$ cat config.mk
export PLATFORM = sky130hd
export DESIGN_NAME = x68k_shell
export DESIGN_NICKNAME = d
export VERILOG_FILES = /design/src/rtl/shell_pkg.sv /design/src/rtl/audio_compressor.sv /design/src/rtl/host_session.sv /design/src/rtl/synth_display.sv /design/src/rtl/x68k_shell.sv
export SDC_FILE = /design/constraint.sdc
export NUM_CORES = 1
export LEC_CHECK = 0
export BUFFER_PORTS_ARGS = -buffer_cell sky130_fd_sc_hd__buf_4
export CAP_MARGIN = 20
export CORE_MARGIN = 8
export CORE_UTILIZATION = 40
export DETAILED_ROUTE_END_ITERATION = 10
export REMOVE_ABC_BUFFERS = 1
export SLEW_MARGIN = 10
export SYNTH_ARGS = -nofsm -noshare
export SYNTH_HDL_FRONTEND = slang
export SYNTH_SLANG_ARGS = --single-unit
$ cat constraint.sdc
create_clock -name clk_sys -period 5.4 [get_ports clk_sys]
set_clock_uncertainty 0.2 [all_clocks]
set_input_delay 0.27 -clock clk_sys [delete_from_list [all_inputs] [get_ports clk_sys]]
set_output_delay 0.27 -clock clk_sys [all_outputs]
set_load 0.02 [all_outputs]
$ cat src/rtl/shell_pkg.sv
// Board shell package with audio and video types, compressor curves and display modes
package shell_pkg;

	////////////////////////////////////////////////////////////
	// Data types
	////////////////////////////////////////////////////////////

	// Signed PCM sample as delivered by core and synth
	typedef logic signed [15:0] sample_t;

	// One colour channel of the core video
	typedef logic [7:0] pixel_t;

	// Saturation limits of sample_t
	localparam sample_t SAMPLE_MAX = 16'sh7FFF;
	localparam sample_t SAMPLE_MIN = 16'sh8000;

	////////////////////////////////////////////////////////////
	// Compressor curves
	////////////////////////////////////////////////////////////

	// Soft curve, gain 2 up to the knee then a 1/4 slope
	localparam int COMP_X1 = 14044;
	localparam int COMP_A1 = 2;
	localparam int COMP_F1 = 4;
	localparam int COMP_B1 = 28088;

	// Strong curve, gain 4 up to the knee then a 1/8 slope
	localparam int COMP_X2 = 7400;
	localparam int COMP_A2 = 4;
	localparam int COMP_F2 = 8;
	localparam int COMP_B2 = 29600;

	////////////////////////////////////////////////////////////
	// Synth info display modes
	////////////////////////////////////////////////////////////

	// LCD hidden, info request pulses disabled
	localparam logic [1:0] INFO_OFF  = 2'd0;
	// Host info popup on synth mode change
	localparam logic [1:0] INFO_REQ  = 2'd1;
	// LCD overlay always shown
	localparam logic [1:0] INFO_ON   = 2'd2;
	// LCD overlay shown for a while after each LCD update
	localparam logic [1:0] INFO_AUTO = 2'd3;

endpackage

$ cat src/rtl/audio_compressor.sv
// Audio channel stage that mixes core and synth, saturates and soft-compresses
`timescale 1ns/1ps

module audio_compressor import shell_pkg::*; (
	input  logic    clk_sys,
	input  logic    rst_n,
	input  logic    sample_stb,
	input  sample_t core_sample,
	input  sample_t synth_sample,
	input  logic    synth_mute,
	input  logic    curve_sel,
	output logic    out_stb,
	output sample_t out_sample
);

	// Piecewise curve, linear gain below the knee, flat slope above it
	function automatic logic [19:0] curve(input logic [16:0] mag, input int x,
		input int a, input int f, input int b);
		logic [19:0] m;
		m = 20'(mag);
		if (m < 20'(x))
			return m * 20'(a);
		return (m - 20'(x)) / 20'(f) + 20'(b);
	endfunction

	// Stage 1 registers
	logic    s1_stb;
	logic    s1_curve;
	sample_t s1_sum;

	// Stage 2 registers
	logic        s2_stb;
	logic        s2_curve;
	logic        s2_neg;
	logic [16:0] s2_mag;

	// Combinational helpers
	sample_t            synth_eff;
	logic signed [16:0] sum_full;
	sample_t            sum_sat;
	logic signed [16:0] s1_wide;
	logic [16:0]        mag;
	logic [19:0]        cmp_soft;
	logic [19:0]        cmp_strong;
	logic [19:0]        cmp_sel;
	logic [15:0]        cmp_cap;

	////////////////////////////////////////////////////////////
	// Stage 1, mix and saturate
	////////////////////////////////////////////////////////////

	assign synth_eff = synth_mute ? '0 : synth_sample;
	assign sum_full  = 17'(core_sample) + 17'(synth_eff);

	always_comb begin
		if (sum_full > SAMPLE_MAX)
			sum_sat = SAMPLE_MAX;
		else if (sum_full < SAMPLE_MIN)
			sum_sat = SAMPLE_MIN;
		else
			sum_sat = sample_t'(sum_full);
	end

	always_ff @(posedge clk_sys) begin
		s1_sum   <= sum_sat;
		s1_curve <= curve_sel;
	end

	////////////////////////////////////////////////////////////
	// Stage 2, magnitude and sign
	////////////////////////////////////////////////////////////

	// 17 bits so that -32768 keeps its full magnitude
	assign s1_wide = 17'(s1_sum);
	assign mag     = (s1_wide < 0) ? 17'(-s1_wide) : 17'(s1_wide);

	always_ff @(posedge clk_sys) begin
		s2_mag   <= mag;
		s2_neg   <= s1_sum[15];
		s2_curve <= s1_curve;
	end

	////////////////////////////////////////////////////////////
	// Stage 3, compress, cap and restore sign
	////////////////////////////////////////////////////////////

	assign cmp_soft   = curve(s2_mag, COMP_X1, COMP_A1, COMP_F1, COMP_B1);
	assign cmp_strong = curve(s2_mag, COMP_X2, COMP_A2, COMP_F2, COMP_B2);
	assign cmp_sel    = s2_curve ? cmp_strong : cmp_soft;
	// Top of the upper segment lands just past full scale
	assign cmp_cap    = (cmp_sel > 20'(SAMPLE_MAX)) ? 16'(SAMPLE_MAX) : cmp_sel[15:0];

	always_ff @(posedge clk_sys) begin
		out_sample <= s2_neg ? -sample_t'(cmp_cap) : sample_t'(cmp_cap);
	end

	// Strobe follows the data through all three stages
	always_ff @(posedge clk_sys) begin
		if (!rst_n) begin
			s1_stb  <= 1'b0;
			s2_stb  <= 1'b0;
			out_stb <= 1'b0;
		end else begin
			s1_stb  <= sample_stb;
			s2_stb  <= s1_stb;
			out_stb <= s2_stb;
		end
	end

	// Fixed three cycle latency in both directions
	a_stb_latency: assert property (@(posedge clk_sys) disable iff (!rst_n)
		sample_stb |-> ##3 out_stb);
	a_stb_origin: assert property (@(posedge clk_sys) disable iff (!rst_n)
		out_stb |-> $past(sample_stb, 3));

endmodule

$ cat src/rtl/host_session.sv
// Host session control with core run gating and image loader write handshake
`timescale 1ns/1ps

module host_session (
	input  logic clk_sys,
	input  logic rst_n,
	input  logic reset_btn,
	input  logic reset_req,
	input  logic ioctl_download,
	input  logic ioctl_wr,
	input  logic ldr_ack,
	output logic ldr_wr,
	output logic ldr_done,
	output logic ldr_aen,
	output logic core_run
);

	// Delayed copies for edge detection
	logic download_d;
	logic ack_d;
	logic reset_req_d;

	// Session flags
	logic dl_seen;
	logic init_done;
	logic reset_q;

	////////////////////////////////////////////////////////////
	// Session reset
	////////////////////////////////////////////////////////////

	always_ff @(posedge clk_sys) begin
		if (!rst_n) begin
			download_d  <= 1'b0;
			reset_req_d <= 1'b0;
			dl_seen     <= 1'b0;
			init_done   <= 1'b0;
			reset_q     <= 1'b0;
		end else begin
			download_d  <= ioctl_download;
			reset_req_d <= reset_req;
			// Core is held until the first image transfer starts
			if (!download_d && ioctl_download)
				dl_seen <= 1'b1;
			// Host releases the initial reset by dropping its request
			if (reset_req_d && !reset_req)
				init_done <= 1'b1;
			// Button or host request, seen one cycle late
			reset_q <= reset_btn | reset_req;
		end
	end

	assign core_run = dl_seen & init_done & ~reset_q;

	////////////////////////////////////////////////////////////
	// Loader handshake
	////////////////////////////////////////////////////////////

	always_ff @(posedge clk_sys) begin
		if (!rst_n) begin
			ack_d    <= 1'b0;
			ldr_wr   <= 1'b0;
			ldr_done <= 1'b0;
		end else begin
			ack_d <= ldr_ack;
			// Acknowledge edge ends the pending byte
			if (!ack_d && ldr_ack && ldr_wr)
				ldr_wr <= 1'b0;
			// A new host byte wins over a late acknowledge
			if (ioctl_wr && !ldr_done)
				ldr_wr <= 1'b1;
			// End of the first download locks the loader out
			if (download_d && !ioctl_download)
				ldr_done <= 1'b1;
		end
	end

	// Address enable only while the first image is streaming
	assign ldr_aen = ioctl_download & ~ldr_done;

	// No new byte is started once the loader is locked out
	a_no_wr_after_done: assert property (@(posedge clk_sys) disable iff (!rst_n)
		ldr_done |-> !$rose(ldr_wr));

endmodule

$ cat src/rtl/synth_display.sv
// Synth LCD overlay with hold timer, info request pulse and registered video path
`timescale 1ns/1ps

module synth_display import shell_pkg::*; #(
	parameter int LCD_HOLD_CYCLES = 64
) (
	input  logic       clk_sys,
	input  logic       rst_n,
	input  logic [1:0] info_mode,
	input  logic       synth_newmode,
	input  logic       lcd_en,
	input  logic       lcd_pix,
	input  logic       lcd_update,
	input  pixel_t     red_in,
	input  pixel_t     green_in,
	input  pixel_t     blue_in,
	input  logic       hsync_in,
	input  logic       vsync_in,
	input  logic       de_in,
	output logic       info_req,
	output logic       lcd_on,
	output pixel_t     red,
	output pixel_t     green,
	output pixel_t     blue,
	output logic       hsync,
	output logic       vsync,
	output logic       de
);

	// Counter wide enough for the full hold value
	localparam int CNT_W = $clog2(LCD_HOLD_CYCLES + 1);

	logic             newmode_d;
	logic             update_d;
	logic [CNT_W-1:0] hold_cnt;
	logic             lcd_show;

	////////////////////////////////////////////////////////////
	// Info request and LCD hold timer
	////////////////////////////////////////////////////////////

	always_ff @(posedge clk_sys) begin
		if (!rst_n) begin
			newmode_d <= 1'b0;
			update_d  <= 1'b0;
			info_req  <= 1'b0;
			lcd_on    <= 1'b0;
			hold_cnt  <= '0;
		end else begin
			newmode_d <= synth_newmode;
			update_d  <= lcd_update;
			// Host popup only when the user asked for it
			info_req  <= (newmode_d ^ synth_newmode) && (info_mode == INFO_REQ);

			if (hold_cnt != '0)
				hold_cnt <= hold_cnt - 1'b1;

			if (info_mode == INFO_ON) begin
				lcd_on <= 1'b1;
			end else if (info_mode != INFO_AUTO) begin
				lcd_on <= 1'b0;
			end else begin
				// Timer expiry hides the LCD
				if (hold_cnt == '0)
					lcd_on <= 1'b0;
				// Fresh LCD content restarts the hold
				if (update_d ^ lcd_update) begin
					lcd_on   <= 1'b1;
					hold_cnt <= CNT_W'(LCD_HOLD_CYCLES);
				end
			end
		end
	end

	////////////////////////////////////////////////////////////
	// Pixel overlay
	////////////////////////////////////////////////////////////

	assign lcd_show = lcd_on & lcd_en;

	// LCD dot fills the top two bits, video dimmed underneath
	always_ff @(posedge clk_sys) begin
		red   <= lcd_show ? {{2{lcd_pix}}, red_in[7:2]}   : red_in;
		green <= lcd_show ? {{2{lcd_pix}}, green_in[7:2]} : green_in;
		blue  <= lcd_show ? {{2{lcd_pix}}, blue_in[7:2]}  : blue_in;
		hsync <= hsync_in;
		vsync <= vsync_in;
		de    <= de_in;
	end

	// Mode changes are slow host events, never two in a row
	a_info_pulse: assert property (@(posedge clk_sys) disable iff (!rst_n)
		info_req |=> !info_req);

endmodule

$ cat src/rtl/x68k_shell.sv
// Board shell top joining host session, stereo audio compressor and synth display
`timescale 1ns/1ps

module x68k_shell import shell_pkg::*; #(
	parameter int LCD_HOLD_CYCLES = 64
) (
	input  logic       clk_sys,
	input  logic       rst_n,
	// Host session and loader
	input  logic       reset_btn,
	input  logic       reset_req,
	input  logic       ioctl_download,
	input  logic       ioctl_wr,
	input  logic       ldr_ack,
	output logic       ldr_wr,
	output logic       ldr_done,
	output logic       ldr_aen,
	output logic       core_run,
	// Audio, shared controls first
	input  logic       synth_mute,
	input  logic       curve_sel,
	input  logic       sample_stb_l,
	input  sample_t    core_sample_l,
	input  sample_t    synth_sample_l,
	output logic       out_stb_l,
	output sample_t    out_sample_l,
	input  logic       sample_stb_r,
	input  sample_t    core_sample_r,
	input  sample_t    synth_sample_r,
	output logic       out_stb_r,
	output sample_t    out_sample_r,
	// Synth display and video
	input  logic [1:0] info_mode,
	input  logic       synth_newmode,
	input  logic       lcd_en,
	input  logic       lcd_pix,
	input  logic       lcd_update,
	input  pixel_t     red_in,
	input  pixel_t     green_in,
	input  pixel_t     blue_in,
	input  logic       hsync_in,
	input  logic       vsync_in,
	input  logic       de_in,
	output logic       info_req,
	output logic       lcd_on,
	output pixel_t     red,
	output pixel_t     green,
	output pixel_t     blue,
	output logic       hsync,
	output logic       vsync,
	output logic       de
);

	// Loader strobe doubles as the host wait level
	host_session u_session (
		.clk_sys(clk_sys), .rst_n(rst_n),
		.reset_btn(reset_btn), .reset_req(reset_req),
		.ioctl_download(ioctl_download), .ioctl_wr(ioctl_wr), .ldr_ack(ldr_ack),
		.ldr_wr(ldr_wr), .ldr_done(ldr_done), .ldr_aen(ldr_aen), .core_run(core_run)
	);

	// Left channel
	audio_compressor u_audio_l (
		.clk_sys(clk_sys), .rst_n(rst_n),
		.sample_stb(sample_stb_l), .core_sample(core_sample_l),
		.synth_sample(synth_sample_l), .synth_mute(synth_mute), .curve_sel(curve_sel),
		.out_stb(out_stb_l), .out_sample(out_sample_l)
	);

	// Right channel
	audio_compressor u_audio_r (
		.clk_sys(clk_sys), .rst_n(rst_n),
		.sample_stb(sample_stb_r), .core_sample(core_sample_r),
		.synth_sample(synth_sample_r), .synth_mute(synth_mute), .curve_sel(curve_sel),
		.out_stb(out_stb_r), .out_sample(out_sample_r)
	);

	synth_display #(
		.LCD_HOLD_CYCLES(LCD_HOLD_CYCLES)
	) u_display (
		.clk_sys(clk_sys), .rst_n(rst_n),
		.info_mode(info_mode), .synth_newmode(synth_newmode),
		.lcd_en(lcd_en), .lcd_pix(lcd_pix), .lcd_update(lcd_update),
		.red_in(red_in), .green_in(green_in), .blue_in(blue_in),
		.hsync_in(hsync_in), .vsync_in(vsync_in), .de_in(de_in),
		.info_req(info_req), .lcd_on(lcd_on),
		.red(red), .green(green), .blue(blue),
		.hsync(hsync), .vsync(vsync), .de(de)
	);

endmodule

==> reports/qor.txt <==
======================================================================================
Post-Synthesis Mean Instance Area .......................................    8.038 um2
Skew-Pair Late Insertion Delay ..........................................      0.43 ns
WL final ................................................................     31800 um
Share of the core filled with cells .....................................       0.5159
Critical path's slowest cell ............................................ sky130_fd_sc_hd__or3b_1
Via count of the first global-routing pass ..............................        10520
Met2 usage in global routing ............................................       0.2973
Final Hold Vio Count ....................................................            0
Max FO, Critical Path ...................................................            6
P_sw ....................................................................     3.552 mW
Register area share after synthesis .....................................       0.2835
Internal power component ................................................     3.987 mW
Share of total power in combinational logic .............................        0.597
Total iterations of the first detailed-routing run ......................            5
Final period demand of the worst path ...................................     5.004 ns
Share of the synthesized area in compound gates (AO/OA/AOI/OAI) .........       0.2503
Data arrival, critical path .............................................      5.17 ns
Post-Synth XOR/XNOR Area ................................................      0.09342
Global-route layer with the greatest usage ..............................         met2
Max-cap violation count .................................................            0
Num rows ................................................................           60
Global-route wire length before repair ..................................     52190 um
CP cell instances ....................................................... inv_1 > ha_2 > and4b_1 > o21ai_0 > o21ai_0 > ha_1 > nand2b_1 > or4_1 > o211ai_2 > a2bb2oi_2 > o311a_1 > a211o_1 > nor2_1 > ha_1 > o311ai_1 > or3b_1 > nor4b_2 > nand3b_1 > o31ai_2 > xor2_1
Worst-case vdd ir drop ..................................................  0.0002512 V
Max Root-Sink Buffers ...................................................            2
Number of setup violations in the final report ..........................            0
Sum of negative setup slack .............................................         0 ns
Die width ...............................................................     180.9 um
Count of buffering cells on the critical path with inverters included ...            1
Worst EP required .......................................................      5.57 ns
Number of distinct standard cells referenced by the synthesized netlist .           93
Number of antenna violations at the first check in global routing .......            0
Worst setup path category ............................................... flip-flop to flip-flop
Via count ...............................................................        10760
Post-synthesis cell area ................................................    10880 um2
Synthesis-to-finish area growth .........................................       27.14%
Leading cell types in the layout, fill and taps excluded ................ sky130_fd_sc_hd__buf_4 (216), sky130_fd_sc_hd__dfxtp_1 (153), sky130_fd_sc_hd__nor2_1 (99), sky130_fd_sc_hd__nand2_1 (97), sky130_fd_sc_hd__a21oi_1 (96)
Power per cell area ..................................................... 545.3 nW/um2
Post-CTS repair timing setup buffer count ...............................            0
Post-synthesis simple-gate area fraction ................................       0.2240
ANT cells ...............................................................            0
CTS tree ................................................................          yes
Critical Path Max Stage Delay ...........................................      0.42 ns
IO Count ................................................................          175
Number of buffers added by the clock tree synthesis step ................           17
Root buffer selected by CTS ............................................. sky130_fd_sc_hd__clkbuf_16
Area post-placement .....................................................    12610 um2
DPL Wire Length .........................................................     24090 um
Core region area ........................................................    26800 um2
Kind of start point of the critical path ................................    flip-flop
Most common cell after layout, fill and taps aside ...................... sky130_fd_sc_hd__buf_4
H-tree depth ............................................................            4
Combinational family with the most area after synthesis ................. compound AO/OA/AOI/OAI gates
Largest delay share family, worst path .................................. simple AND/OR/NAND/NOR gates
Routed wirelength normalized by instance count ..........................     16.55 um
Count of state elements after synthesis .................................          154
Rel. slew slack .........................................................       0.3791
Ratio of cells with drive above 1 in the final layout ...................       0.1986
Starting DRT DRC Count ..................................................          944
Power share of the clock group ..........................................        0.162
P_leak ..................................................................     5.840 nW
Final cell area excluding filler cells ..................................    13830 um2
Number of buffers added on ports ........................................          174
Maximum number of pins on one net before global-route repair ............           49
Type of the tightest min-delay check .................................... input pin to flip-flop
Global-route track usage on met1 ........................................       0.2443
Height of the die .......................................................     180.9 um
Number of enable-type register cells in the synthesized netlist .........            0
Area of the die .........................................................    32720 um2
Result of the run ....................................................... complete, no violations
Switching power share of the total ......................................       0.4711
Routed Antenna Nets .....................................................            0
Total number of yosys warnings ..........................................            0
Layout net count ........................................................         1726
Asr flop ratio synth ....................................................            0
TritonCTS sink count ....................................................          154
Worst Hold Margin .......................................................   0.05294 ns
Setup repair after global routing missed its margin .....................        false
Post-Synth Adder-Cell Area ..............................................      0.06075
Clock-pin transition on the worst setup and hold timing paths ...........      0.08 ns
Primary FF master, synth ................................................ sky130_fd_sc_hd__dfxtp_1
Tot GR Track Use ........................................................       0.1897
Effective utilization at floorplan ......................................       0.4058
Worst Setup End Kind ....................................................    flip-flop
Average vias per placed instance ........................................        5.600
M3 GR Usage .............................................................      0.05055
Global route total overflow .............................................            0
Part of the power in registers ..........................................        0.241
DRC .....................................................................            0
Period Utilization, post-route ..........................................       0.9266
Synth Instances .........................................................         1353
Routability congestion estimate from global placement ...................       0.9388
Maximum clock rate ......................................................   0.1998 GHz
Total power .............................................................     7.539 mW
Worst slew pin tran .....................................................    0.9291 ns
Pins over their slew limit ..............................................            0
Post-synthesis mux area share ...........................................      0.04337
======================================================================================
## final cells by class
type / instances / area (um2)
Fill cell: 2513 / 12970
Multi-Input combinational cell: 1079 / 7353
Sequential cell: 154 / 3084
Timing Repair Buffer: 272 / 2182
Tap cell: 341 / 426.7
Clock buffer: 17 / 425.4
Clock inverter: 15 / 190.2
Inverter: 44 / 165.2
## synth_stat cells, types with 6 or more instances
library cell	number	area (um2)
sky130_fd_sc_hd__dfxtp_1	154	3083
sky130_fd_sc_hd__nor2_1	100	375.4
sky130_fd_sc_hd__a21oi_1	98	490.5
sky130_fd_sc_hd__nand2_1	97	364.1
sky130_fd_sc_hd__xnor2_1	87	762.0
sky130_fd_sc_hd__o21ai_0	75	375.4
sky130_fd_sc_hd__clkbuf_1	56	210.2
sky130_fd_sc_hd__nor2b_1	49	306.5
sky130_fd_sc_hd__ha_1	48	600.6
sky130_fd_sc_hd__inv_1	43	161.4
sky130_fd_sc_hd__nor3_1	42	210.2
sky130_fd_sc_hd__xor2_1	29	254.0
sky130_fd_sc_hd__nand3_1	27	135.1
sky130_fd_sc_hd__mux2_2	25	281.5
sky130_fd_sc_hd__a21o_1	24	180.2
sky130_fd_sc_hd__o31ai_1	23	172.7
sky130_fd_sc_hd__and2_1	19	118.9
sky130_fd_sc_hd__mux2i_1	19	190.2
sky130_fd_sc_hd__o211ai_1	19	142.6
sky130_fd_sc_hd__buf_2	16	80.08
sky130_fd_sc_hd__a211oi_1	15	112.6
sky130_fd_sc_hd__nand2b_1	15	93.84
sky130_fd_sc_hd__and3_1	13	81.33
sky130_fd_sc_hd__nor4_1	13	81.33
sky130_fd_sc_hd__or3_1	12	75.07
sky130_fd_sc_hd__a31oi_1	11	68.82
sky130_fd_sc_hd__o21a_1	11	82.58
sky130_fd_sc_hd__o22ai_1	11	68.82
sky130_fd_sc_hd__or4_1	11	82.58
sky130_fd_sc_hd__nand4_1	9	56.30
sky130_fd_sc_hd__o21ai_1	9	45.04
sky130_fd_sc_hd__or2_2	9	56.30
sky130_fd_sc_hd__a2111oi_0	7	61.31
sky130_fd_sc_hd__a211o_1	7	61.31
sky130_fd_sc_hd__nor3b_1	7	52.55
sky130_fd_sc_hd__o21bai_1	7	52.55
sky130_fd_sc_hd__o41ai_1	7	61.31
sky130_fd_sc_hd__a22oi_1	6	45.04
sky130_fd_sc_hd__nand3b_1	6	45.04
sky130_fd_sc_hd__nor4b_1	6	52.55
sky130_fd_sc_hd__o31a_1	6	52.55
## what timing repair did
action | in CTS | in global routing
setup endpoints to repair | 0 | 6
hold endpoints to repair | 47 | 0
resized for setup | 0 | 11
hold buffers | 56 | 0
## layer usage
layer,part of all wire,vias to the layer above
met1,0.45,4903
met3,0.083,70
li1,-,5376
met2,0.44,414
met5,0,-
met4,0.028,0
## cells by family (layout without fill, tap and decap cells)
logic type	count (synthesis)	count (layout)
compound gates	403	403
mux	44	44
flops	154	154
simple gates	462	462
fa+ha+maj	52	52
xor+xnor	116	116
buf+inv	121	348
other cells	1	2
## tightest hold or removal path: stages
cell                      delay (ns)
sky130_fd_sc_hd__buf_4          0.08
sky130_fd_sc_hd__ha_1           0.13
sky130_fd_sc_hd__inv_1          0.05
sky130_fd_sc_hd__a21oi_1        0.11
## state kept, by name, summed over array words and instances (netlist names), 7 cells and up
| name | flops |
|---|---|
| u_audio_r.s1_sum | 16 |
| u_display.green | 8 |
| u_display.blue | 8 |
| u_audio_l.s2_mag | 17 |
| u_audio_l.out_sample | 16 |
| u_audio_r.out_sample | 16 |
| u_audio_r.s2_mag | 17 |
| u_display.red | 8 |
| u_audio_l.s1_sum | 16 |
| u_display.hold_cnt | 7 |
## power groups by stage
stage | logic, mW | clock network [mW] | registers [mW]
2_1_floorplan | 2.77 | 0 | 2.03
3_3_place_gp | 4.37 | 0 | 1.82
3_5_place_dp | 4.36 | 0 | 1.83
4_1_cts | 4.42 | 1.25 | 1.81
5_1_grt | 4.94 | 1.30 | 1.86
6_report | 4.50 | 1.22 | 1.82
## metrics by stage
| stage | setup WS (ns) | instances |
|---|---|---|
| CTS | 0.04471 | 1922 |
| floorplan | 0.3342 | 1277 |
| global route | 0.01231 | 1922 |
| global placement | 0.2722 | 1834 |
| detailed placement | 0.06352 | 1834 |
| finish | 0.3961 | 1922 |
## worst paths after layout
kind                         endpoint           startpoint  cells past startpoint  slack [ns]
max reg2reg  u_audio_r.out_sample[12]  u_audio_r.s2_mag[3]                     20        0.40
max          u_audio_r.out_sample[12]  u_audio_r.s2_mag[3]                     20        0.40
min reg2reg       u_audio_l.s2_mag[0]  u_audio_l.s1_sum[0]                      0        0.17
min               u_audio_r.s1_sum[0]     core_sample_r[0]                      4        0.05
(Power assumes the default switching activity.)
